**src/rtl/aximm_consts.svh**
```systemverilog
// widths, memory depth and register offsets; include wherever these constants are used
`ifndef AXIMM_CONSTS_SVH
`define AXIMM_CONSTS_SVH

`define AXIMM_DATA_W     64
`define AXIMM_MEM_DEPTH  256
`define AXIMM_ADDR_W     8
`define AXIMM_LEN_W      8

// register byte offsets
`define CSR_CTRL       32'h00
`define CSR_ADDR       32'h04
`define CSR_LEN        32'h08
`define CSR_SEED       32'h0c
`define CSR_STATUS     32'h10
`define CSR_OUT_FIRST  32'h14
`define CSR_OUT_LAST   32'h18
`define CSR_IN_FIRST   32'h1c
`define CSR_IN_LAST    32'h20
`define CSR_ERR_COUNT  32'h24

`endif

```
**src/rtl/aximm_pkg.sv**
```systemverilog
// shared types and the burst pattern rule, imported by the loopback harness modules
`default_nettype none

`include "aximm_consts.svh"

package aximm_pkg;

	typedef logic [`AXIMM_DATA_W-1:0] data_t;
	typedef logic [`AXIMM_ADDR_W-1:0] mem_addr_t;
	typedef logic [`AXIMM_LEN_W-1:0]  burst_len_t;
	typedef logic [31:0]              seed_t;
	typedef logic [31:0]              csr_word_t;
	typedef logic [15:0]              err_count_t;

	typedef enum logic [2:0] {
		ST_IDLE,
		ST_WR_ADDR,
		ST_WR_DATA,
		ST_RD_ADDR,
		ST_RD_DATA
	} leader_state_t;

	typedef struct packed {
		logic       pass;
		logic       fail;
		err_count_t err_count;
		data_t      first;
		data_t      last;
	} check_result_t;

	// seed in the upper half, seed plus beat index in the lower half
	function automatic data_t pattern_beat(seed_t seed, burst_len_t idx);
		return {seed, seed + seed_t'(idx)};
	endfunction

endpackage

`default_nettype wire

```
**src/rtl/axi_burst_if.sv**
```systemverilog
// simplified AXI channels between leader and follower, and the test command bundle
`timescale 1ns/1ps
`default_nettype none

interface axi_burst_if import aximm_pkg::*; ();

	mem_addr_t  aw_addr;
	burst_len_t aw_len;
	logic       aw_valid;
	logic       aw_ready;

	data_t      w_data;
	logic       w_last;
	logic       w_valid;
	logic       w_ready;

	mem_addr_t  ar_addr;
	burst_len_t ar_len;
	logic       ar_valid;
	logic       ar_ready;

	data_t      r_data;
	logic       r_last;
	logic       r_valid;
	logic       r_ready;

	modport leader (
		output aw_addr, aw_len, aw_valid, w_data, w_last, w_valid,
		output ar_addr, ar_len, ar_valid, r_ready,
		input  aw_ready, w_ready, ar_ready, r_valid, r_last
	);

	modport follower (
		input  aw_addr, aw_len, aw_valid, w_data, w_last, w_valid,
		input  ar_addr, ar_len, ar_valid, r_ready,
		output aw_ready, w_ready, ar_ready, r_data, r_last, r_valid
	);

	modport monitor (
		input r_data, r_last, r_valid, r_ready, ar_valid, ar_ready
	);

endinterface

interface test_cmd_if import aximm_pkg::*; ();

	logic       wr_start;
	logic       rd_start;
	mem_addr_t  addr;
	burst_len_t len;
	seed_t      seed;

	logic       busy;
	logic       write_complete;
	logic       read_complete;
	data_t      out_first;
	data_t      out_last;

	modport csr (
		output wr_start, rd_start, addr, len, seed,
		input  busy, write_complete, read_complete, out_first, out_last
	);

	modport engine (
		input  wr_start, rd_start, addr, len, seed,
		output busy, write_complete, read_complete, out_first, out_last
	);

	modport monitor (
		input seed, len, rd_start
	);

endinterface

`default_nettype wire

```
**src/rtl/burst_leader.sv**
```systemverilog
// burst engine: writes a patterned burst to the follower, or requests a read-back
`timescale 1ns/1ps
`default_nettype none

module burst_leader import aximm_pkg::*; (
	input  wire          clk,
	input  wire          i_reset,
	test_cmd_if.engine   cmd,
	axi_burst_if.leader  axi
);

	leader_state_t state;
	mem_addr_t     addr_q;
	burst_len_t    len_q;
	seed_t         seed_q;
	burst_len_t    beat;
	logic          start;
	logic          aw_fire;
	logic          w_fire;
	logic          ar_fire;
	logic          r_fire;

	assign start   = cmd.wr_start | cmd.rd_start;
	assign aw_fire = axi.aw_valid & axi.aw_ready;
	assign w_fire  = axi.w_valid & axi.w_ready;
	assign ar_fire = axi.ar_valid & axi.ar_ready;
	assign r_fire  = axi.r_valid & axi.r_ready;

	assign axi.aw_addr = addr_q;
	assign axi.aw_len  = len_q;
	assign axi.ar_addr = addr_q;
	assign axi.ar_len  = len_q;
	assign axi.w_data  = pattern_beat(seed_q, beat);
	assign axi.w_last  = (beat == len_q);

	assign cmd.busy = (state != ST_IDLE);

	always_ff @(posedge clk) begin
		if (i_reset) begin
			state              <= ST_IDLE;
			axi.aw_valid       <= 1'b0;
			axi.w_valid        <= 1'b0;
			axi.ar_valid       <= 1'b0;
			axi.r_ready        <= 1'b0;
			cmd.write_complete <= 1'b0;
			cmd.read_complete  <= 1'b0;
			beat               <= '0;
		end else begin
			case (state)
				ST_IDLE: begin
					if (cmd.wr_start) begin
						state              <= ST_WR_ADDR;
						axi.aw_valid       <= 1'b1;
						cmd.write_complete <= 1'b0;
					end else if (cmd.rd_start) begin
						state             <= ST_RD_ADDR;
						axi.ar_valid      <= 1'b1;
						cmd.read_complete <= 1'b0;
					end
				end
				ST_WR_ADDR: begin
					if (aw_fire) begin
						state        <= ST_WR_DATA;
						axi.aw_valid <= 1'b0;
						axi.w_valid  <= 1'b1;
						beat         <= '0;
					end
				end
				ST_WR_DATA: begin
					if (w_fire) begin
						beat <= beat + 1'b1;
						if (axi.w_last) begin
							state              <= ST_IDLE;
							axi.w_valid        <= 1'b0;
							cmd.write_complete <= 1'b1;
						end
					end
				end
				ST_RD_ADDR: begin
					if (ar_fire) begin
						state        <= ST_RD_DATA;
						axi.ar_valid <= 1'b0;
						axi.r_ready  <= 1'b1;
					end
				end
				ST_RD_DATA: begin
					// ready stays up, the checker sees every beat
					if (r_fire && axi.r_last) begin
						state             <= ST_IDLE;
						axi.r_ready       <= 1'b0;
						cmd.read_complete <= 1'b1;
					end
				end
				default: state <= ST_IDLE;
			endcase
		end
	end

	// command latch and first/last written beats
	always_ff @(posedge clk) begin
		if (state == ST_IDLE && start) begin
			addr_q <= cmd.addr;
			len_q  <= cmd.len;
			seed_q <= cmd.seed;
		end
		if (w_fire && beat == '0)
			cmd.out_first <= axi.w_data;
		if (w_fire && axi.w_last)
			cmd.out_last <= axi.w_data;
	end

	a_wvalid_in_wdata: assert property (@(posedge clk) disable iff (i_reset)
		axi.w_valid |-> state == ST_WR_DATA);

endmodule

`default_nettype wire

```
**src/flat_wrapper.sv**
```systemverilog
// flat-port wrapper written by rule: the top's interface ports become plain ports
module burst_leader_flat import aximm_pkg::*;
  (clk, i_reset, cmd_wr_start, cmd_rd_start, cmd_addr, cmd_len, cmd_seed, cmd_busy, cmd_write_complete, cmd_read_complete, cmd_out_first, cmd_out_last, axi_aw_addr, axi_aw_len, axi_aw_valid, axi_w_data, axi_w_last, axi_w_valid, axi_ar_addr, axi_ar_len, axi_ar_valid, axi_r_ready, axi_aw_ready, axi_w_ready, axi_ar_ready, axi_r_valid, axi_r_last);
  test_cmd_if cmd_i ();
  axi_burst_if axi_i ();
  input  wire clk;
  input  wire i_reset;
  input wire logic [$bits(cmd_i.wr_start)-1:0] cmd_wr_start;
  input wire logic [$bits(cmd_i.rd_start)-1:0] cmd_rd_start;
  input wire logic [$bits(cmd_i.addr)-1:0] cmd_addr;
  input wire logic [$bits(cmd_i.len)-1:0] cmd_len;
  input wire logic [$bits(cmd_i.seed)-1:0] cmd_seed;
  output wire logic [$bits(cmd_i.busy)-1:0] cmd_busy;
  output wire logic [$bits(cmd_i.write_complete)-1:0] cmd_write_complete;
  output wire logic [$bits(cmd_i.read_complete)-1:0] cmd_read_complete;
  output wire logic [$bits(cmd_i.out_first)-1:0] cmd_out_first;
  output wire logic [$bits(cmd_i.out_last)-1:0] cmd_out_last;
  output wire logic [$bits(axi_i.aw_addr)-1:0] axi_aw_addr;
  output wire logic [$bits(axi_i.aw_len)-1:0] axi_aw_len;
  output wire logic [$bits(axi_i.aw_valid)-1:0] axi_aw_valid;
  output wire logic [$bits(axi_i.w_data)-1:0] axi_w_data;
  output wire logic [$bits(axi_i.w_last)-1:0] axi_w_last;
  output wire logic [$bits(axi_i.w_valid)-1:0] axi_w_valid;
  output wire logic [$bits(axi_i.ar_addr)-1:0] axi_ar_addr;
  output wire logic [$bits(axi_i.ar_len)-1:0] axi_ar_len;
  output wire logic [$bits(axi_i.ar_valid)-1:0] axi_ar_valid;
  output wire logic [$bits(axi_i.r_ready)-1:0] axi_r_ready;
  input wire logic [$bits(axi_i.aw_ready)-1:0] axi_aw_ready;
  input wire logic [$bits(axi_i.w_ready)-1:0] axi_w_ready;
  input wire logic [$bits(axi_i.ar_ready)-1:0] axi_ar_ready;
  input wire logic [$bits(axi_i.r_valid)-1:0] axi_r_valid;
  input wire logic [$bits(axi_i.r_last)-1:0] axi_r_last;
  assign cmd_i.wr_start = cmd_wr_start;
  assign cmd_i.rd_start = cmd_rd_start;
  assign cmd_i.addr = cmd_addr;
  assign cmd_i.len = cmd_len;
  assign cmd_i.seed = cmd_seed;
  assign cmd_busy = cmd_i.busy;
  assign cmd_write_complete = cmd_i.write_complete;
  assign cmd_read_complete = cmd_i.read_complete;
  assign cmd_out_first = cmd_i.out_first;
  assign cmd_out_last = cmd_i.out_last;
  assign axi_aw_addr = axi_i.aw_addr;
  assign axi_aw_len = axi_i.aw_len;
  assign axi_aw_valid = axi_i.aw_valid;
  assign axi_w_data = axi_i.w_data;
  assign axi_w_last = axi_i.w_last;
  assign axi_w_valid = axi_i.w_valid;
  assign axi_ar_addr = axi_i.ar_addr;
  assign axi_ar_len = axi_i.ar_len;
  assign axi_ar_valid = axi_i.ar_valid;
  assign axi_r_ready = axi_i.r_ready;
  assign axi_i.aw_ready = axi_aw_ready;
  assign axi_i.w_ready = axi_w_ready;
  assign axi_i.ar_ready = axi_ar_ready;
  assign axi_i.r_valid = axi_r_valid;
  assign axi_i.r_last = axi_r_last;
  burst_leader u_core (.clk(clk), .i_reset(i_reset), .cmd(cmd_i), .axi(axi_i));
endmodule
```
**config.mk**
```make
export PLATFORM = sky130hd
export DESIGN_NAME = burst_leader_flat
export DESIGN_NICKNAME = d
export VERILOG_FILES = /design/src/rtl/aximm_pkg.sv /design/src/rtl/axi_burst_if.sv /design/src/rtl/burst_leader.sv /design/src/flat_wrapper.sv
export VERILOG_INCLUDE_DIRS = /design/src /design/src/rtl
export SDC_FILE = /design/constraint.sdc
export NUM_CORES = 1
export LEC_CHECK = 0
export BUFFER_PORTS_ARGS = -buffer_cell sky130_fd_sc_hd__clkbuf_2
export CAP_MARGIN = 40
export CORE_MARGIN = 1
export CORE_UTILIZATION = 40
export CTS_CLUSTER_SIZE = 10
export DETAILED_ROUTE_END_ITERATION = 10
export HOLD_SLACK_MARGIN = 0.05
export PLACE_DENSITY = 0.68
export SLEW_MARGIN = 5
export SYNTH_ARGS = -nofsm -noshare
export SYNTH_HDL_FRONTEND = slang
export SYNTH_SLANG_ARGS = --single-unit
```
**constraint.sdc**
```tcl
create_clock -name clk -period 18.35 [get_ports clk]
set_input_delay 1.835 -clock clk [delete_from_list [all_inputs] [get_ports clk]]
set_output_delay 1.835 -clock clk [all_outputs]
set_load 0.01 [all_outputs]
```
==> impl_metrics.toml, run 1 <==
[worst_setup_path]
worst_setup_path_start_kind = "flop"
r2r_start = "u_core.beat[2]"
slowest_delay_ns = 0.70
required_ns = 16.51
worstPathCellList = "ha_1 -> o211ai_1 -> o21ai_1 -> o21ai_1 -> buf_4 -> a2111oi_0 -> xor2_1 -> clkbuf_2"
cp-startpoint = "u_core.beat[2]"
cp.arrival_ns = 3.10
cpMostUsedCell = "o21ai_1"
worstSetupEndpointType = "output pin"
cpMaxStageDelayCell = "a2111oi_0"
critPathMaxFanout = 12
rrSetupSlack_ns = 15.63
reg2reg_depth = 7
cp-endpoint = "axi_w_data[31]"
worst-setup-path-type = "reg -> out"
reg2reg_to = "u_core.cmd.out_last[31]"

[cts]
htree_levels = 4
cts_tree = "done"
cts_buffer_depth = 2
clk-insertion-delay-late_ns = 0.42
postCtsHoldBufs = 0
clk_pin_slew_ns = 0.07
cts_buffers = 17
cts_sinks = 193
cts_setup_buffers = 0
cts_resized = 0
root_buffer = "clkbuf_16"

[yosys]
synth_seq_cells = 193
synth_top_family_by_area = "simple AND/OR/NAND/NOR gates"
synth_fp_nets = 499
syn_area_mm2 = 0.00717
synthAdderAreaFrac_pct = 2.02
synthCells = 431
ys_types = 42
ys_seq_area_share_pct = 78.5
synthArstFlopShare_pct = 0
synth_mux_area_share_pct = 0.140
synth-xor-area-share_pct = 5.13
synth_flop_cell = "edfxtp_1"
synth_area_per_cell_um2 = 16.6
yosysTopAreaCell = "edfxtp_1"
ys_warn_count = 0
synthTopCellsByArea = "edfxtp_1 74%, dfxtp_1 4.7%, xor2_1 2.8%"
synth_edf_count = 176
synth_compound_area_share_pct = 4.22
synthSimpleGateAreaFrac_pct = 7.43
yosysTopAreaCellShare_pct = 73.7

[finish]
area_growth_pct = 30.4
seqCellArea_mm2 = 0.00563
fillCellCount = 1460
multiInputGateArea_mm2 = 0.00137
antenna_cells = 0
drive_gt1_share_pct = 45.2
fin_nets = 788

[floorplan]
start_util_pct = 41.2
ioPinCount = 289
die_w_um = 136
fp-row-count = 48
core_mm2 = 0.0174
fp.dieArea_mm2 = 0.0185
die_y_um = 136

[sta]
tightest_slew_ns = 0.902
layout_min_cycle_time_ns = 4.93
fin_setup_tns_ns = 0
fmax_mhz = 203
finalCritPeriodShare_pct = 26.9
drv_slew = 0
fin_skew_ns = 0.0107
slew_headroom_pct = 39.9
setup_viol = 0
rsz0062_at_grt = "no"
hold_violations = 0

[detailed_routing]
ant_nets = 0
drt-total-wl_mm = 17.2
wirelength_met1_mm = 7.07
viasPerCell = 4.90
wl_met2_mm = 8.77
drc = 0
via_count = 4691
routed.top_layer = "met4"
wl_per_cell_um = 18.0
route.met3.wl_mm = 1.24
dr.pass1.iters = 5
drtIter0Drc = 293

[placement]
gp_congestion = 0.820
dp_hpwl_mm = 12.9
io_buffers = 288

[status]
status = "completed"

[worst_hold_path]
hp-class = "reg -> reg"

[grt]
grt_pass1_wl_mm = 25.3
grt_max_degree = 64
grt_pass1_vias = 4520
grt-ovfl-total = 0
globalRouteTotalUtil_pct = 18.5
antenna_found_initial = 0

[power]
power_density_mw_per_mm2 = 112
vdd_drop_max_mv = 0.0616
leakagePower_nw = 3.76
power_mw = 1.05

[run]
drv_cap = 0
[per-layer routing]
metal / up-vias / track usage, %
met4: 0 / 5.43
met5: - / 0
met3: 8 / 5.41
met1: 2282 / 21.9
li1: 2187 / -
met2: 214 / 32.5
[sequential cells by signal, summed over array words and instances, names as in the netlist, 3 cells and up]
register / flops
u_core.cmd.out_first: 64
u_core.cmd.out_last: 64
u_core.seed_q: 32
u_core.axi.ar_addr: 8
u_core.axi.ar_len: 8
u_core.beat: 8
u_core.state: 3
[cells in the mapped netlist (all sizes together), types with 2 or more instances]
cell type and count:
nand3 15, inv 8, buf 18, xor2 23
nand2b 2, o21ai 7, edfxtp 176, a21oi 17
nor3b 2, nand4 11, nor2 25, dfxtp 17
or3 2, o211ai 3, and3 2, a21o 3
ha 10, clkbuf 5, nor2b 3, nand2 28
a2111oi 2, a211oi 9, xnor2 19, nand3b 2
nor3 10
[final cells by class]
type	instances	share of cell area (%)
clock inverters	14	1.36
flip-flops and latches	193	60.2
multi-input cells	207	14.7
well taps	225	3.01
clock buffers	17	4.55
inverters	8	0.321
repair buffers	293	15.9
[per-stage QoR]
step | util, % | hold slack (ns) | cell area (um2) | std cells | setup WS (ns)
global placement | 50.4 | 0.447 | 8780 | 925 | 13.97
CTS | 53.7 | 0.475 | 9350 | 957 | 13.35
finish | 53.7 | 0.475 | 9350 | 957 | 13.42
detailed placement | 50.5 | 0.464 | 8800 | 926 | 13.82
floorplan | - | 0.481 | 7170 | 431 | 9.74
global route | 53.7 | 0.498 | 9350 | 957 | 13.17
[layout by cell type, fill, tap and decap left out, types with 5 or more instances in the layout]
cell type,synthesis,routed
a211oi_1,9,9
a21oi_1,17,17
clkbuf_16,0,17
clkbuf_2,1,288
dfxtp_1,17,17
edfxtp_1,176,176
ha_1,10,10
inv_1,8,7
nand2_1,28,28
nand3_1,15,15
nand4_1,10,10
nor2_1,25,25
nor3_1,10,9
o21ai_0,5,5
xnor2_1,19,19
xor2_1,23,23
[logic make-up after synthesis]
logic type / after synthesis
XOR/XNOR: 42
flip-flops: 193
AND/OR/NAND/NOR: 107
AO/OA/AOI/OAI: 46
multiplexers: 1
buffers and inverters: 31
adder cells (fa/ha/maj): 11
[how the worst min path moves through the flow]
stage,start,endpoint,slack (ns),cells after the start
after floorplan,u_core.cmd.write_complete,u_core.cmd.write_complete,0.48,2
after global placement,u_core.cmd.write_complete,u_core.cmd.write_complete,0.45,2
after detailed placement,u_core.cmd.write_complete,u_core.cmd.write_complete,0.46,2
after CTS,u_core.cmd.write_complete,u_core.cmd.write_complete,0.47,2
after global routing,u_core.cmd.write_complete,u_core.cmd.write_complete,0.50,2
final,u_core.cmd.write_complete,u_core.cmd.write_complete,0.48,2
[critical path: cells and delay by family (launching register included)]
kind	cells	cell delay, ns
AOI/OAI and AO/OA	4	1.17
DFF	1	0.56
buffers and inverters	2	0.36
adders and majority gates	1	0.30
xor gates and xnor gates	1	0.29
[power by group]
part	switching (mW)	internal [mW]	leakage (nW)	total [mW]
Combinational	0.0881	0.0530	1.74	0.141
Clock	0.166	0.178	0.268	0.344
Sequential	0.0348	0.527	1.75	0.562
(Power assumes the default switching activity.)
==> inputs of run 2 (changes only) <==
Settings changed: PLACE_DENSITY 0.68 to 0.71.
Clock period 18.35 ns to 4 ns, I/O delays scaled along.
==> impl_metrics.toml, run 2 (synthesized netlist as in run 1, its figures left out) <==
[status]
status = "completed"

[worst_setup_path]
critPathMaxFanout = 12
worst_setup_path_start_kind = "flop"
cp.arrival_ns = 3.14
r2r_start = "u_core.beat[2]"
worstPathCellList = "ha_1 -> o211ai_1 -> o21ai_1 -> o21ai_1 -> buf_4 -> a2111oi_0 -> xor2_1 -> clkbuf_2"
cpMaxStageDelayCell = "a2111oi_0"
worst-setup-path-type = "reg -> out"
required_ns = 3.60
slowest_delay_ns = 0.66
reg2reg_depth = 7
worstSetupEndpointType = "output pin"
cp-startpoint = "u_core.beat[2]"
cpMostUsedCell = "o21ai_1"

[sta]
finalCritPeriodShare_pct = 88.4
fmax_mhz = 283
hold_violations = 0
setup_viol = 0
fin_skew_ns = 0.00878
tightest_slew_ns = 0.677
fin_hold_ws_ns = 0.144
fin_setup_tns_ns = 0
drv_slew = 0
slew_headroom_pct = 53.7
rsz0062_at_grt = "no"
layout_min_cycle_time_ns = 3.54

[finish]
final_common_cell = "clkbuf_2"
final_util_pct = 54.1
reg_top3 = "u_core.cmd.out_first: 64 flops, u_core.cmd.out_last: 64 flops, u_core.seed_q: 32 flops"
drive_gt1_share_pct = 45.2
fin_cells = 959
mostFrequentLayoutCells = "288 x clkbuf_2, 176 x edfxtp_1, 28 x nand2_1, 25 x nor2_1, 23 x xor2_1"
area_growth_pct = 31.3
fin_nets = 788
fillCellCount = 1494

[grt]
antenna_found_initial = 1
globalRouteTotalUtil_pct = 18.4
grt-ovfl-total = 0
grt_pass1_vias = 4535
grt_pass1_wl_mm = 24.9
grt_max_degree = 63

[cts]
cts_buffers = 17
htree_levels = 4
cts_resized = 0
cts_buffer_depth = 2
clk_pin_slew_ns = 0.07
postCtsHoldBufs = 0
cts_tree = "done"
cts_setup_buffers = 0
root_buffer = "clkbuf_16"
clk-insertion-delay-late_ns = 0.43
cts_sinks = 193

[power]
seq_power_share_pct = 52.6
p_sw_mw = 1.39
leakagePower_nw = 3.80
switching_share_pct = 28.4
p_clk_share_pct = 34.1
vdd_drop_max_mv = 0.323
power_mw = 4.89
power_density_mw_per_mm2 = 519
p_int_mw = 3.50
combPwrFrac_pct = 13.2

[floorplan]
fp.dieArea_mm2 = 0.0185
ioPinCount = 289
die_y_um = 136
start_util_pct = 41.2
die_w_um = 136
core_mm2 = 0.0174
fp-row-count = 48

[run]
drv_cap = 0

[detailed_routing]
ant_nets = 0
drtIter0Drc = 275
viasPerCell = 4.89
via_count = 4692
drt-total-wl_mm = 17.3
wl_per_cell_um = 18.1
drc = 0
dr.pass1.iters = 4

[worst_hold_path]
worstHoldPathCells = 1
worst_hold_startpoint = "cmd_len[6]"
hp-class = "in -> reg"

[placement]
io_buffers = 288
gp_congestion = 0.788
dp_cells = 926
dp_hpwl_mm = 12.9
[run 2: cell count changes in the layout (fill, tap and decap cells not counted), moves of 2 or more]
| cell | change |
|---|---|
| clkinv_8 | +3 |
| inv_6 | +3 |
| clkinv_2 | -2 |
| clkinv_4 | -2 |
| clkinvlp_4 | -2 |
[run 2: final timing paths]
path / slack (ns) / to
worst min-delay path: 0.14 / u_core.axi.ar_len[6]
worst min register to register: 0.47 / u_core.cmd.write_complete
worst max-delay path: 0.46 / axi_w_data[31]
worst max register to register: 1.24 / u_core.cmd.out_first[31]
[run 2: power groups by stage]
| stage | clock [mW] | sequential [mW] | combinational (mW) |
|---|---|---|---|
| floorplan | 0 | 2.63 | 0.325 |
| global placement | 0 | 2.62 | 0.636 |
| detailed placement | 0 | 2.62 | 0.657 |
| CTS | 1.69 | 2.58 | 0.658 |
| global route | 1.76 | 2.60 | 0.706 |
| finish | 1.67 | 2.57 | 0.647 |
[run 2: final cells by class]
cell class / instances / area (um2) / area share [%]
antenna: 1 / 2.50 / 0.0266
clock buffer: 17 / 425 / 4.52
clock inverter: 15 / 164 / 1.74
inverter: 8 / 30.0 / 0.319
multi-input combinational: 207 / 1390 / 14.7
sequential: 193 / 5630 / 59.7
tap: 225 / 282 / 2.99
timing repair buffer: 293 / 1500 / 16.0
[run 2: per-stage QoR]
stage                     area (um2)  setup WS, ns
after CTS                       9420         0.415
after global placement          8810          1.12
after global routing            9420         0.139
after floorplan                 7190        0.0323
final                           9420         0.462
after detailed placement        8830         0.900
[run 2: per-layer routing]
metal / vias up / track usage (%) / share of wire [%]
met2: 227 / 32.8 / 52
met1: 2263 / 21.1 / 39
met4: 0 / 5.37 / 1.2
met3: 17 / 5.78 / 8.0
met5: - / 0 / 0
li1: 2185 / - / -
[run 2: worst max-delay path: cells and delay by family, from the launching register on]
family | cells | cell delay (ns)
AOI/OAI and AO/OA | 4 | 1.12
DFF | 1 | 0.60
buffers and inverters | 2 | 0.37
adders and majority gates | 1 | 0.31
xor gates and xnor gates | 1 | 0.29
